[config.mk]
export PLATFORM = sky130hd
export DESIGN_NAME = glb_load_dma_flat
export DESIGN_NICKNAME = d
export VERILOG_FILES = /design/src/hw/glb_pkg.sv /design/src/hw/glb_rd_ifc.sv /design/src/hw/glb_load_dma.sv /design/src/flat_wrapper.sv
export SDC_FILE = /design/constraint.sdc
export NUM_CORES = 1
export LEC_CHECK = 0
export BUFFER_PORTS_ARGS = -buffer_cell sky130_fd_sc_hd__buf_4
export CORE_MARGIN = 2
export CORE_UTILIZATION = 50
export CTS_BUF_LIST = sky130_fd_sc_hd__clkbuf_16
export DETAILED_ROUTE_END_ITERATION = 16
export PLACE_DENSITY = 0.79
export SYNTH_ARGS = -nofsm -noshare
export SYNTH_HDL_FRONTEND = slang
export SYNTH_SLANG_ARGS = --single-unit
export TNS_END_PERCENT = 50
[constraint.sdc]
create_clock -name clk -period 2.99 [get_ports clk]
set_clock_uncertainty 0.15 [all_clocks]
set_input_delay 0.598 -clock clk [delete_from_list [all_inputs] [get_ports clk]]
set_output_delay 0.598 -clock clk [all_outputs]
set_load 0.05 [all_outputs]
[src/hw/glb_pkg.sv]
package glb_pkg;

// Fabric stream word
localparam int CGRA_DATA_WIDTH = 16;

// Bank word and its byte strobes
localparam int BANK_DATA_WIDTH = 64;
localparam int BANK_STRB_WIDTH = BANK_DATA_WIDTH / 8;

// Byte address carried in a DMA header
localparam int GLB_ADDR_WIDTH = 16;

// Stream word count carried in a DMA header
localparam int DMA_CNT_WIDTH = 16;

// Bytes covered by one stream word
localparam int CGRA_STRB_WIDTH = CGRA_DATA_WIDTH / 8;

// Stream lanes packed in one bank word
localparam int BANK_LANES = BANK_DATA_WIDTH / CGRA_DATA_WIDTH;
localparam int LANE_SEL_WIDTH = $clog2(BANK_LANES);

// Low byte address bits that sit inside one bank word
localparam int BANK_BYTE_OFFSET = $clog2(BANK_STRB_WIDTH);

// Byte address step between consecutive stream words
localparam logic [GLB_ADDR_WIDTH-1:0] STRM_ADDR_STEP = GLB_ADDR_WIDTH'(CGRA_STRB_WIDTH);

// DMA header
// start_addr bit 0 is ignored, so transfers stay 16-bit aligned
typedef struct packed {
    logic [GLB_ADDR_WIDTH-1:0] start_addr;
    logic [DMA_CNT_WIDTH-1:0]  num_words;
} dma_header_t;

endpackage
[src/hw/glb_rd_ifc.sv]
`timescale 1ns/1ps

// Bank read port
// Data and valid come back one enabled cycle after rd_en
interface glb_rd_ifc #(
    parameter int BANK_ADDR_WIDTH = 8
) ();

logic                                 rd_en;
logic [BANK_ADDR_WIDTH-1:0]           rd_addr;
logic [glb_pkg::BANK_DATA_WIDTH-1:0]  rd_data;
logic                                 rd_data_valid;

// Load DMA side
modport consumer (
    output rd_en, rd_addr,
    input  rd_data, rd_data_valid
);

// Memory side
modport bank (
    input  rd_en, rd_addr,
    output rd_data, rd_data_valid
);

endinterface

[src/hw/glb_load_dma.sv]
`timescale 1ns/1ps

module glb_load_dma #(
    parameter int BANK_ADDR_WIDTH = 8
) (
    input  logic                                clk,
    input  logic                                clk_en,
    input  logic                                rst_n,
    input  glb_pkg::dma_header_t                cfg_ld_dma_header,
    input  logic                                ld_start_pulse,
    glb_rd_ifc.consumer                         rd_if,
    output logic [glb_pkg::CGRA_DATA_WIDTH-1:0] stream_data_g2f,
    output logic                                stream_data_valid_g2f,
    output logic                                ld_done_pulse
);

logic                                 busy;
logic [glb_pkg::GLB_ADDR_WIDTH-1:0]   cur_addr;
logic [glb_pkg::DMA_CNT_WIDTH-1:0]    rd_remaining;
logic [glb_pkg::DMA_CNT_WIDTH-1:0]    out_remaining;
logic [glb_pkg::LANE_SEL_WIDTH-1:0]   rd_lane_q;
logic [glb_pkg::CGRA_DATA_WIDTH-1:0]  lane_data;

// Bank word of the read being issued
assign rd_if.rd_addr =
    cur_addr[BANK_ADDR_WIDTH+glb_pkg::BANK_BYTE_OFFSET-1:glb_pkg::BANK_BYTE_OFFSET];

// Lane select travels with the read, ready when the data returns
always_ff @(posedge clk) begin
    if (clk_en && rd_if.rd_en) begin
        rd_lane_q <= cur_addr[glb_pkg::BANK_BYTE_OFFSET-1 -: glb_pkg::LANE_SEL_WIDTH];
    end
end

// Pick the 16-bit lane out of the returned bank word
always_comb begin
    lane_data = '0;
    for (int i = 0; i < glb_pkg::BANK_LANES; i++) begin
        if (rd_lane_q == i[glb_pkg::LANE_SEL_WIDTH-1:0]) begin
            lane_data = rd_if.rd_data[i*glb_pkg::CGRA_DATA_WIDTH +: glb_pkg::CGRA_DATA_WIDTH];
        end
    end
end

// Read issue, output valid and done
always_ff @(posedge clk or negedge rst_n) begin
    if (!rst_n) begin
        busy                  <= 1'b0;
        cur_addr              <= '0;
        rd_remaining          <= '0;
        out_remaining         <= '0;
        rd_if.rd_en           <= 1'b0;
        stream_data_valid_g2f <= 1'b0;
        ld_done_pulse         <= 1'b0;
    end else if (clk_en) begin
        // Output stage follows the bank valid
        stream_data_valid_g2f <= rd_if.rd_data_valid;
        ld_done_pulse         <= 1'b0;
        if (!busy && ld_start_pulse) begin
            cur_addr      <= {cfg_ld_dma_header.start_addr[glb_pkg::GLB_ADDR_WIDTH-1:1], 1'b0};
            rd_remaining  <= cfg_ld_dma_header.num_words;
            out_remaining <= cfg_ld_dma_header.num_words;
            rd_if.rd_en   <= (cfg_ld_dma_header.num_words != '0);
            busy          <= (cfg_ld_dma_header.num_words != '0);
            // Nothing to read, finish next cycle
            ld_done_pulse <= (cfg_ld_dma_header.num_words == '0);
        end else begin
            // One read per cycle until all are issued
            if (rd_if.rd_en) begin
                cur_addr     <= cur_addr + glb_pkg::STRM_ADDR_STEP;
                rd_remaining <= rd_remaining - 1;
                rd_if.rd_en  <= (rd_remaining != 1);
            end
            // Count returned words, done with the last one
            if (rd_if.rd_data_valid) begin
                out_remaining <= out_remaining - 1;
                if (out_remaining == 1) begin
                    busy          <= 1'b0;
                    ld_done_pulse <= 1'b1;
                end
            end
        end
    end
end

// Output word register
always_ff @(posedge clk) begin
    if (clk_en && rd_if.rd_data_valid) begin
        stream_data_g2f <= lane_data;
    end
end

endmodule

[src/flat_wrapper.sv]
// flat-port wrapper written by rule: the top's interface ports become plain ports
module glb_load_dma_flat 
#(
    parameter int BANK_ADDR_WIDTH = 8
)
  (clk, clk_en, rst_n, cfg_ld_dma_header, ld_start_pulse, stream_data_g2f, stream_data_valid_g2f, ld_done_pulse, rd_if_rd_en, rd_if_rd_addr, rd_if_rd_data, rd_if_rd_data_valid);
  glb_rd_ifc #(.BANK_ADDR_WIDTH(BANK_ADDR_WIDTH)) rd_if_i ();
  input  logic clk;
  input  logic clk_en;
  input  logic rst_n;
  input  glb_pkg::dma_header_t cfg_ld_dma_header;
  input  logic ld_start_pulse;
  output logic [glb_pkg::CGRA_DATA_WIDTH-1:0] stream_data_g2f;
  output logic stream_data_valid_g2f;
  output logic ld_done_pulse;
  output wire logic [$bits(rd_if_i.rd_en)-1:0] rd_if_rd_en;
  output wire logic [$bits(rd_if_i.rd_addr)-1:0] rd_if_rd_addr;
  input wire logic [$bits(rd_if_i.rd_data)-1:0] rd_if_rd_data;
  input wire logic [$bits(rd_if_i.rd_data_valid)-1:0] rd_if_rd_data_valid;
  assign rd_if_rd_en = rd_if_i.rd_en;
  assign rd_if_rd_addr = rd_if_i.rd_addr;
  assign rd_if_i.rd_data = rd_if_rd_data;
  assign rd_if_i.rd_data_valid = rd_if_rd_data_valid;
  glb_load_dma #(.BANK_ADDR_WIDTH(BANK_ADDR_WIDTH)) u_core (.clk(clk), .clk_en(clk_en), .rst_n(rst_n), .cfg_ld_dma_header(cfg_ld_dma_header), .ld_start_pulse(ld_start_pulse), .rd_if(rd_if_i), .stream_data_g2f(stream_data_g2f), .stream_data_valid_g2f(stream_data_valid_g2f), .ld_done_pulse(ld_done_pulse));
endmodule
==> implementation parameters <==
Parameter                              Value

Drt
  Overall via count from detail_route    3653
  Post-route DRC violation count    0
  Average routed wire per standard cell    18.3 um
  Drt initial violations    336
  Routed Wire Length    11100 um
  Detailed-router iteration count before antenna repair    5
  Post-detailed-route via-to-cell ratio    about 6
  Count of nets left with antenna violations after detail routing    0

Flow run
  Max-cap violation count    0

Die
  Die height    91.5 um
  Starting density of the core    0.522
  Count of standard-cell rows    31
  Horiz. Die Dim    91.5 um
  Core Footprint    7330 um2
  Number of placed I/O pins    128
  Area of the die    about 8400 um2

Power
  P_leak    2.11 nW
  Max VDD drop    0.505 mV
  Pwr Total    approximately 0.0044 W
  Areal power density over the cells    867 nW/um2

Final layout
  Most used cells in the layout excluding fill and tap cells    buf_4, dfrtp_1, a21oi_1, nand2_1, nor2_1
  Area growth, synth to finish    31.4%
  Total number of nets in the final design    607
  Antenna diodes    0
  Final Non-Filler Cells    around 600
  Layout cells sized above 1    0.331
  Leading cell type in the layout, fill and taps excluded    buf_4

Critical path
  Worst setup SP type    register
  Arrival time of data at the critical path endpoint    approximately 2.4 ns
  Number of cell instances on the worst register-to-register path    5
  Reg-to-Reg End    u_core.busy
  Worst R2R Setup Slack    approximately 0.66 ns
  Kind of critical path    reg2reg
  Launching point of the worst reg2reg path    u_core.out_remaining[9]
  Maximum fanout encountered on the critical timing path    5
  Type of destination of the critical path    register
  Data required time of the worst path    roughly 3.0 ns

GRT
  Global-route total usage across every layer    0.268
  Total global routing overflow    0
  Number of global-route vias before repair    3373
  Initial antenna violation count    0
  Pin count of the biggest net entering global routing    47
  Global-route wire length before repair    17700 um

Clock network
  Number of clock sinks    64
  Total clock buffers created by CTS    9
  Postcts setup bufs    0
  Post-cts sizing count    0
  Clock tree root buffer cell    clkbuf_16
  Clock tree from TritonCTS    done
  Clock slew at the register clock pins of the worst setup and hold paths    0.05 ns
  Maximum root-to-sink buffer count    2
  Clk Latency, worst-skew pair    0.32 ns
  Hold buffer count at CTS    0
  H-Tree Level Count    3

STA
  Setup repair after global routing missed its margin    no
  F_max    between 400 and 500 MHz
  Slew @ Worst Pin    1.04 ns
  Post-layout minimum cycle time    around 2.3 ns
  Slew Limit Fails    0
  Max-slew headroom at the worst pin    0.300
  Number of failing setup endpoints in the final timing report    0
  Number of failing hold endpoints at the final stage    0
  Final critical-path share of the clock period    0.778
  Final setup TNS    0 ns

Placement
  HPWL Detailed    around 8100 um
  Port Buffers    121
  Number of instances in the placed design    589
  Routability Congestion    about 0.90

Hold path
  HP Class    in2async

Synthesis
  Most used flip-flop cell after synthesis    dfrtp_1
  #FFs+latches synth    64
  Unique masters post-synth    54
  Net Count, Synth    500
  Synthesized cell area    3820 um2
  FFs w/ async S/R, synth    0.719
  Number of synthesized flops with an enable pin    18
  Warnings, synthesis    0
  Post-synthesis sequential area ratio    0.442
  Post-Synthesis Cells    394
  Average size of a mapped cell    9.71 um2

Run status
  Outcome    completed
## metal layers
layer	wire [um]	GRT usage	vias up
met5	0	0	-
met4	150	0.0859	0
met3	953	0.0548	10
met2	5350	0.442	180
met1	4620	0.354	1750
li1	-	-	1713
## stage by stage
stage                     setup WS [ns]  utilization  area (um2)  hold slack [ns]
final                             0.663        0.686        5030            0.134
after floorplan                   0.818            -        3820            0.152
after detailed placement          0.417        0.651        4770            0.325
after global routing              0.575        0.686        5030            0.190
after CTS                         0.675        0.686        5030            0.159
after global placement            0.493        0.651        4770            0.320
## registers in the layout (all words and copies together), names as in the netlist
signal and flops:
u_core.cur_addr 10, u_core.stream_data_valid_g2f 1, u_core.rd_if.rd_en 1, u_core.busy 1, u_core.rd_lane_q 2, u_core.out_remaining 16, u_core.ld_done_pulse 1, u_core.stream_data_g2f 16
u_core.rd_remaining 16
## area by class of cell
cell class	count	area (um2)
fill	556	2300
multi-input combinational	289	1960
sequential	64	1690
timing repair buffer	129	968
clock buffer	9	225
tap	99	124
inverter	8	30.0
clock inverter	6	28.8
## how the worst max path moves through the flow
stage | startpoint | endpoint | slack (ns) | cells after the start
after CTS | u_core.out_remaining[7] | u_core.busy | 0.68 | 5
after floorplan | u_core.out_remaining[9] | u_core.busy | 0.82 | 5
after global routing | u_core.out_remaining[7] | u_core.busy | 0.58 | 5
final | u_core.out_remaining[9] | u_core.busy | 0.66 | 5
after detailed placement | ld_start_pulse | u_core.out_remaining[10] | 0.42 | 6
after global placement | ld_start_pulse | u_core.out_remaining[10] | 0.49 | 6
## worst max-delay path, cell delays in order (launching register included)
cell	delay (ns)
dfrtp_1	0.40
or4_4	0.58
nor3_4	0.21
nand3_2	0.14
o41ai_4	0.39
mux2_4	0.34
## power by group
group / leakage, nW / total, W / switching, W / internal (W)
combinational: 1.28 / 0.00180 / 0.00107 / 0.000730
sequential: 0.701 / 0.00165 / 0.000412 / 0.00124
clock: 0.127 / 0.000906 / 0.000362 / 0.000543
total: 2.11 / 0.00436 / 0.00185 / 0.00251
## logic make-up (layout without fill, tap and decap cells)
kind of cell | after synthesis | count (layout) | synth area share
AO/OA/AOI/OAI | 128 | 128 | 0.210
adder cells (fa/ha/maj) | 5 | 5 | 0.0164
buffers and inverters | 41 | 152 | 0.0484
flip-flops | 64 | 64 | 0.442
multiplexers | 19 | 19 | 0.103
AND/OR/NAND/NOR | 137 | 137 | 0.180
## cell usage after synthesis, drive strengths merged (2+ instances only)
cell | instances | area (um2)
nand4 | 5 | 31.3
o22ai | 5 | 31.3
nand2 | 37 | 139
o41ai | 2 | 36.3
o22a | 5 | 43.8
a21oi | 41 | 205
a32oi | 3 | 26.3
nor4 | 10 | 77.6
a2bb2oi | 4 | 35.0
a22oi | 6 | 45.0
inv | 8 | 30.0
nor2 | 35 | 131
dfrtp | 46 | 1150
nand3 | 11 | 60.1
nand2b | 4 | 25.0
mux2i | 2 | 20.0
a41oi | 3 | 26.3
edfxtp | 18 | 541
or4 | 3 | 26.3
ha | 5 | 62.6
buf | 11 | 72.6
a31oi | 5 | 31.3
or3 | 2 | 12.5
o21ai | 38 | 190
and3 | 3 | 18.8
mux4 | 16 | 360
a22o | 2 | 17.5
o211ai | 4 | 30.0
o2bb2ai | 3 | 26.3
o21a | 2 | 15.0
nor3 | 21 | 121
clkbuf | 22 | 82.6
(Power assumes the default switching activity.)
