File: src/hw/glb_pkg.sv
package glb_pkg;

// Fabric stream word
localparam int CGRA_DATA_WIDTH = 16;

// Bank word and its byte strobes
localparam int BANK_DATA_WIDTH = 64;
localparam int BANK_STRB_WIDTH = BANK_DATA_WIDTH / 8;

// Byte address carried in a DMA header
localparam int GLB_ADDR_WIDTH = 16;

// Stream word count carried in a DMA header
localparam int DMA_CNT_WIDTH = 16;

// Bytes covered by one stream word
localparam int CGRA_STRB_WIDTH = CGRA_DATA_WIDTH / 8;

// Stream lanes packed in one bank word
localparam int BANK_LANES = BANK_DATA_WIDTH / CGRA_DATA_WIDTH;
localparam int LANE_SEL_WIDTH = $clog2(BANK_LANES);

// Low byte address bits that sit inside one bank word
localparam int BANK_BYTE_OFFSET = $clog2(BANK_STRB_WIDTH);

// Byte address step between consecutive stream words
localparam logic [GLB_ADDR_WIDTH-1:0] STRM_ADDR_STEP = GLB_ADDR_WIDTH'(CGRA_STRB_WIDTH);

// DMA header
// start_addr bit 0 is ignored, so transfers stay 16-bit aligned
typedef struct packed {
    logic [GLB_ADDR_WIDTH-1:0] start_addr;
    logic [DMA_CNT_WIDTH-1:0]  num_words;
} dma_header_t;

endpackage
File: src/hw/glb_wr_ifc.sv
`timescale 1ns/1ps

// Bank write port
// One write per cycle with wr_en high, only strobed bytes change
interface glb_wr_ifc #(
    parameter int BANK_ADDR_WIDTH = 8
) ();

logic                                 wr_en;
logic [glb_pkg::BANK_STRB_WIDTH-1:0]  wr_strb;
logic [BANK_ADDR_WIDTH-1:0]           wr_addr;
logic [glb_pkg::BANK_DATA_WIDTH-1:0]  wr_data;

// Store DMA side
modport producer (
    output wr_en, wr_strb, wr_addr, wr_data
);

// Memory side
modport bank (
    input  wr_en, wr_strb, wr_addr, wr_data
);

endinterface

File: src/hw/glb_store_dma.sv
`timescale 1ns/1ps

module glb_store_dma #(
    parameter int BANK_ADDR_WIDTH = 8
) (
    input  logic                                clk,
    input  logic                                clk_en,
    input  logic                                rst_n,
    input  glb_pkg::dma_header_t                cfg_st_dma_header,
    input  logic                                st_start_pulse,
    input  logic                                stream_data_valid_f2g,
    input  logic [glb_pkg::CGRA_DATA_WIDTH-1:0] stream_data_f2g,
    output logic                                st_done_pulse,
    glb_wr_ifc.producer                         wr_if
);

logic                                 busy;
logic [glb_pkg::GLB_ADDR_WIDTH-1:0]   cur_addr;
logic [glb_pkg::DMA_CNT_WIDTH-1:0]    remaining;
logic                                 accept;
logic [glb_pkg::LANE_SEL_WIDTH-1:0]   cur_lane;
logic [glb_pkg::BANK_DATA_WIDTH-1:0]  wr_data_next;
logic [glb_pkg::BANK_STRB_WIDTH-1:0]  wr_strb_next;

// Words only count while a transfer is open
assign accept = busy && stream_data_valid_f2g;

// 16-bit lane inside the bank word
assign cur_lane = cur_addr[glb_pkg::BANK_BYTE_OFFSET-1 -: glb_pkg::LANE_SEL_WIDTH];

// Steer the word and its two strobes into the addressed lane
always_comb begin
    wr_data_next = '0;
    wr_strb_next = '0;
    for (int i = 0; i < glb_pkg::BANK_LANES; i++) begin
        if (cur_lane == i[glb_pkg::LANE_SEL_WIDTH-1:0]) begin
            wr_data_next[i*glb_pkg::CGRA_DATA_WIDTH +: glb_pkg::CGRA_DATA_WIDTH] =
                stream_data_f2g;
            wr_strb_next[i*glb_pkg::CGRA_STRB_WIDTH +: glb_pkg::CGRA_STRB_WIDTH] = '1;
        end
    end
end

// Transfer control, write enable and done
always_ff @(posedge clk or negedge rst_n) begin
    if (!rst_n) begin
        busy          <= 1'b0;
        cur_addr      <= '0;
        remaining     <= '0;
        wr_if.wr_en   <= 1'b0;
        st_done_pulse <= 1'b0;
    end else if (clk_en) begin
        // One write per accepted word, one cycle later
        wr_if.wr_en   <= accept;
        st_done_pulse <= 1'b0;
        if (!busy && st_start_pulse) begin
            cur_addr  <= {cfg_st_dma_header.start_addr[glb_pkg::GLB_ADDR_WIDTH-1:1], 1'b0};
            remaining <= cfg_st_dma_header.num_words;
            busy      <= (cfg_st_dma_header.num_words != '0);
            // Empty transfer finishes right away
            st_done_pulse <= (cfg_st_dma_header.num_words == '0);
        end else if (accept) begin
            cur_addr  <= cur_addr + glb_pkg::STRM_ADDR_STEP;
            remaining <= remaining - 1;
            // Last word, done lines up with its write
            if (remaining == 1) begin
                busy          <= 1'b0;
                st_done_pulse <= 1'b1;
            end
        end
    end
end

// Write payload
always_ff @(posedge clk) begin
    if (clk_en && accept) begin
        wr_if.wr_addr <=
            cur_addr[BANK_ADDR_WIDTH+glb_pkg::BANK_BYTE_OFFSET-1:glb_pkg::BANK_BYTE_OFFSET];
        wr_if.wr_data <= wr_data_next;
        wr_if.wr_strb <= wr_strb_next;
    end
end

endmodule

File: src/flat_wrapper.sv
// flat-port wrapper written by rule: the top's interface ports become plain ports
module glb_store_dma_flat 
#(
    parameter int BANK_ADDR_WIDTH = 8
)
  (clk, clk_en, rst_n, cfg_st_dma_header, st_start_pulse, stream_data_valid_f2g, stream_data_f2g, st_done_pulse, wr_if_wr_en, wr_if_wr_strb, wr_if_wr_addr, wr_if_wr_data);
  glb_wr_ifc #(.BANK_ADDR_WIDTH(BANK_ADDR_WIDTH)) wr_if_i ();
  input  logic clk;
  input  logic clk_en;
  input  logic rst_n;
  input  glb_pkg::dma_header_t cfg_st_dma_header;
  input  logic st_start_pulse;
  input  logic stream_data_valid_f2g;
  input  logic [glb_pkg::CGRA_DATA_WIDTH-1:0] stream_data_f2g;
  output logic st_done_pulse;
  output wire logic [$bits(wr_if_i.wr_en)-1:0] wr_if_wr_en;
  output wire logic [$bits(wr_if_i.wr_strb)-1:0] wr_if_wr_strb;
  output wire logic [$bits(wr_if_i.wr_addr)-1:0] wr_if_wr_addr;
  output wire logic [$bits(wr_if_i.wr_data)-1:0] wr_if_wr_data;
  assign wr_if_wr_en = wr_if_i.wr_en;
  assign wr_if_wr_strb = wr_if_i.wr_strb;
  assign wr_if_wr_addr = wr_if_i.wr_addr;
  assign wr_if_wr_data = wr_if_i.wr_data;
  glb_store_dma #(.BANK_ADDR_WIDTH(BANK_ADDR_WIDTH)) u_core (.clk(clk), .clk_en(clk_en), .rst_n(rst_n), .cfg_st_dma_header(cfg_st_dma_header), .st_start_pulse(st_start_pulse), .stream_data_valid_f2g(stream_data_valid_f2g), .stream_data_f2g(stream_data_f2g), .st_done_pulse(st_done_pulse), .wr_if(wr_if_i));
endmodule
File: config.mk
export PLATFORM = sky130hd
export DESIGN_NAME = glb_store_dma_flat
export DESIGN_NICKNAME = d
export VERILOG_FILES = /design/src/hw/glb_pkg.sv /design/src/hw/glb_wr_ifc.sv /design/src/hw/glb_store_dma.sv /design/src/flat_wrapper.sv
export SDC_FILE = /design/constraint.sdc
export NUM_CORES = 1
export LEC_CHECK = 0
export BUFFER_PORTS_ARGS = -buffer_cell sky130_fd_sc_hd__buf_4
export CORE_MARGIN = 2
export CORE_UTILIZATION = 35
export CTS_CLUSTER_DIAMETER = 150
export CTS_CLUSTER_SIZE = 28
export DETAILED_ROUTE_END_ITERATION = 10
export PLACE_DENSITY = 0.64
export SKIP_LAST_GASP = 1
export SYNTH_ARGS = -nofsm -noshare
export SYNTH_HDL_FRONTEND = slang
export SYNTH_SLANG_ARGS = --single-unit
File: constraint.sdc
create_clock -name clk -period 2.3 [get_ports clk]
set_clock_uncertainty 0.05 [all_clocks]
set_input_delay 0.115 -clock clk [delete_from_list [all_inputs] [get_ports clk]]
set_output_delay 0.115 -clock clk [all_outputs]
set_load 0.03 [all_outputs]
==> flow_summary.json <==
{
  "hold_violations": 0,
  "clkPwrFrac_pct": 24.5,
  "arrival_ns": 2.27,
  "clkTransAtPathRegs_ns": 0.07,
  "drv_slew": 0,
  "synthFlopType": "edfxtp_1",
  "netlist_instances": 364,
  "final_nets": 556,
  "required_ns": 2.47,
  "synth_area_leaders": "edfxtp_1 50%, dfrtp_1 16%, and2_1 8.9%, a21oi_1 2.7%, o21ai_0 1.9%",
  "synth_edf_count": 76,
  "num_io_pins": 135,
  "ys_seq_area_share_pct": 65.6,
  "cts_buffer_depth": 2,
  "syn_area_per_cell_sq_um": 12.6,
  "route.detailed.drc": 0,
  "antenna-diode-count": 0,
  "async_reset_ff_share_pct": 27.6,
  "vias_per_cell": 5.10,
  "area_growth_pct": 32.5,
  "setup_viol": 0,
  "wire_per_inst_microns": 16.0,
  "wl_mm": 10.8,
  "synthDistinctLibCells": 46,
  "slew_headroom_pct": 55.0,
  "fin_crit_sh_pct": 91.5,
  "syn-num-nets": 423,
  "cts_tree": "yes",
  "yosysTopAreaCell": "edfxtp_1",
  "ys_top_cells_by_count": "76 x edfxtp_1, 65 x and2_1, 29 x dfrtp_1, 25 x a21oi_1",
  "drt_pass1_iterations": 5,
  "postRouteAntennaNets": 0,
  "rrSetupSlack_ns": 0.20,
  "worstHoldPathType": "in2reg",
  "cp-start-kind": "flip-flop",
  "maxCapViolations": 0,
  "cts_setup_buffers": 0,
  "worstSetupEndpointType": "flip-flop",
  "rows": 41,
  "yosysWarnings": 0,
  "hpwlAfterDp_mm": 7.59,
  "post-route-min-period_ns": 2.10,
  "finalWeightedCongestion": 0.831,
  "layout-drive-gt1-share_pct": 30.7,
  "grt_pass1_wl_mm": 16.8,
  "timing.hold.ws_ns": 0.0262,
  "cts_made_buffers": 9,
  "worst_pin_slew_ns": 0.669,
  "clock.fmax_ghz": 0.475,
  "first_global_vias": 3224,
  "ctsHtreeMaxLevel": 3,
  "core_area_sq_um": 12700,
  "seqPwrFrac_pct": 47.2,
  "fill_cells": 1161,
  "die_w_microns": 118,
  "drt_iter0_markers": 245,
  "irDropWorstVdd_mv": 0.387,
  "p_int_mw": 4.03,
  "syn_area_sq_um": 4580,
  "worstSkewPairLatency_ns": 0.34,
  "chipHeight_microns": 118,
  "status": "completed",
  "root_buffer": "clkbuf_16",
  "yosysMostFrequentCell": "edfxtp_1",
  "swShare_pct": 32.6,
  "rsz0062_at_grt": "false",
  "grt.total_usage_pct": 15.3,
  "cellLeakagePower_nw": 2.47,
  "dieArea_sq_um": 14000,
  "cellPowerDensity_nw_per_um2": 983,
  "cts.sinks": 105,
  "ff_latch_area_sq_um": 3010,
  "grt_max_degree": 79,
  "crit_path_max_fanout": 5,
  "setup_tns_ns": 0,
  "start_util_pct": 36.0,
  "vias": 3434,
  "port-buffer-count": 128,
  "multi_input_area_sq_um": 1430,
  "grt_overflow": 0,
  "power_switching_mw": 1.95,
  "critPathKind": "reg2reg",
  "synth_top_area_share_pct": 49.8,
  "antenna_found_initial": 0,
  "synth-seq-cells": 105,
  "combPwrFrac_pct": 28.3
}
[power groups by stage]
stage | clock network, mW | logic (mW) | registers (mW)
3_5_place_dp | 0 | 1.70 | 2.85
5_1_grt | 1.57 | 1.85 | 2.87
4_1_cts | 1.50 | 1.71 | 2.81
2_1_floorplan | 0 | 0.868 | 3.05
6_report | 1.46 | 1.69 | 2.82
3_3_place_gp | 0 | 1.66 | 2.83
[cells by family after synthesis]
family | after synthesis | synth area share (%)
AOI/OAI and AO/OA | 83 | 11.6
adders and majority gates | 6 | 1.64
buffers and inverters | 33 | 3.22
DFF | 105 | 65.6
muxes | 2 | 0.437
and+or+nand+nor | 135 | 17.5
[final timing paths]
check	startpoint	endpoint	cells after the start
max in group asynchronous	rst_n	u_core.cur_addr[1]$_DFFE_PN0P_	2
setup reg to reg	u_core.remaining[0]$_DFFE_PN0P_	u_core.remaining[14]$_DFFE_PN0P_	6
setup / recovery	u_core.remaining[0]$_DFFE_PN0P_	u_core.remaining[14]$_DFFE_PN0P_	6
hold / removal	cfg_st_dma_header[17]	u_core.cur_addr[1]$_DFFE_PN0P_	3
min in group asynchronous	rst_n	u_core.remaining[13]$_DFFE_PN0P_	2
hold reg to reg	u_core.wr_if.wr_en$_DFFE_PN0P_	u_core.wr_if.wr_en$_DFFE_PN0P_	1
[routing by layer]
metal | up-vias | GRT usage, % | share of wire, %
met2 | 158 | 25.4 | 47
li1 | 1614 | - | -
met5 | - | 0 | 0
met4 | 0 | 4.24 | 0.89
met3 | 5 | 3.86 | 7.8
met1 | 1657 | 19.9 | 44
[worst max-delay path: stages, from the launching register on]
cell and delay (ns):
dfrtp_1 0.41, inv_1 0.10, ha_1 0.20, or3b_1 0.47, nor4_4 0.25, a211oi_1 0.12, or3b_1 0.38
[cells in the final DEF (no fill, tap or decap), types with 4 or more instances in the layout]
cell | synthesis | routed
a21oi_1 | 25 | 25
nand2_1 | 17 | 17
nand4_1 | 6 | 6
edfxtp_1 | 76 | 76
o2bb2ai_1 | 5 | 5
buf_4 | 4 | 138
nand3_1 | 5 | 5
o22ai_1 | 8 | 8
dfrtp_1 | 29 | 29
nor4_1 | 10 | 10
nor2_1 | 8 | 8
nor3_1 | 7 | 7
dlygate4sd3_1 | 0 | 4
and2_1 | 65 | 65
a2bb2oi_1 | 5 | 5
a22oi_1 | 5 | 5
clkbuf_16 | 0 | 9
inv_1 | 12 | 11
ha_1 | 6 | 6
o21ai_0 | 17 | 17
[cell type report]
cell class	instances	area share [%]
Multi-Input combinational cell	226	23.5
Timing Repair Buffer	143	18.0
Clock inverter	3	0.700
Sequential cell	105	49.5
Clock buffer	12	3.89
Tap cell	172	3.54
Inverter	12	0.803
[flip-flops by register name, summed over array words and instances, names as in the netlist]
register and flops:
u_core.wr_if.wr_data 64, u_core.remaining 16, u_core.cur_addr 10, u_core.wr_if.wr_addr 8, u_core.wr_if.wr_strb 4, u_core.busy 1
u_core.st_done_pulse 1, u_core.wr_if.wr_en 1
[metrics by stage]
step | instances | setup WS [ns] | utilization [%] | cell area, sq um | power [mW]
after floorplan | 364 | 0.166 | - | 4590 | 3.91
after global placement | 654 | 0.250 | 45.2 | 5760 | 4.49
after detailed placement | 654 | 0.196 | 45.2 | 5760 | 4.55
after CTS | 673 | 0.189 | 47.8 | 6080 | 6.02
after global routing | 673 | 0.0940 | 47.8 | 6080 | 6.29
final | 673 | 0.196 | 47.8 | 6080 | 5.97
[repair_timing]
item / 4_1_cts / 5_1_grt
hold buffers: 4 / 0
gates resized for setup: 0 / 0
endpoints found under the hold margin: 32 / 0
Note: power is estimated with default switching activity, not from simulation.
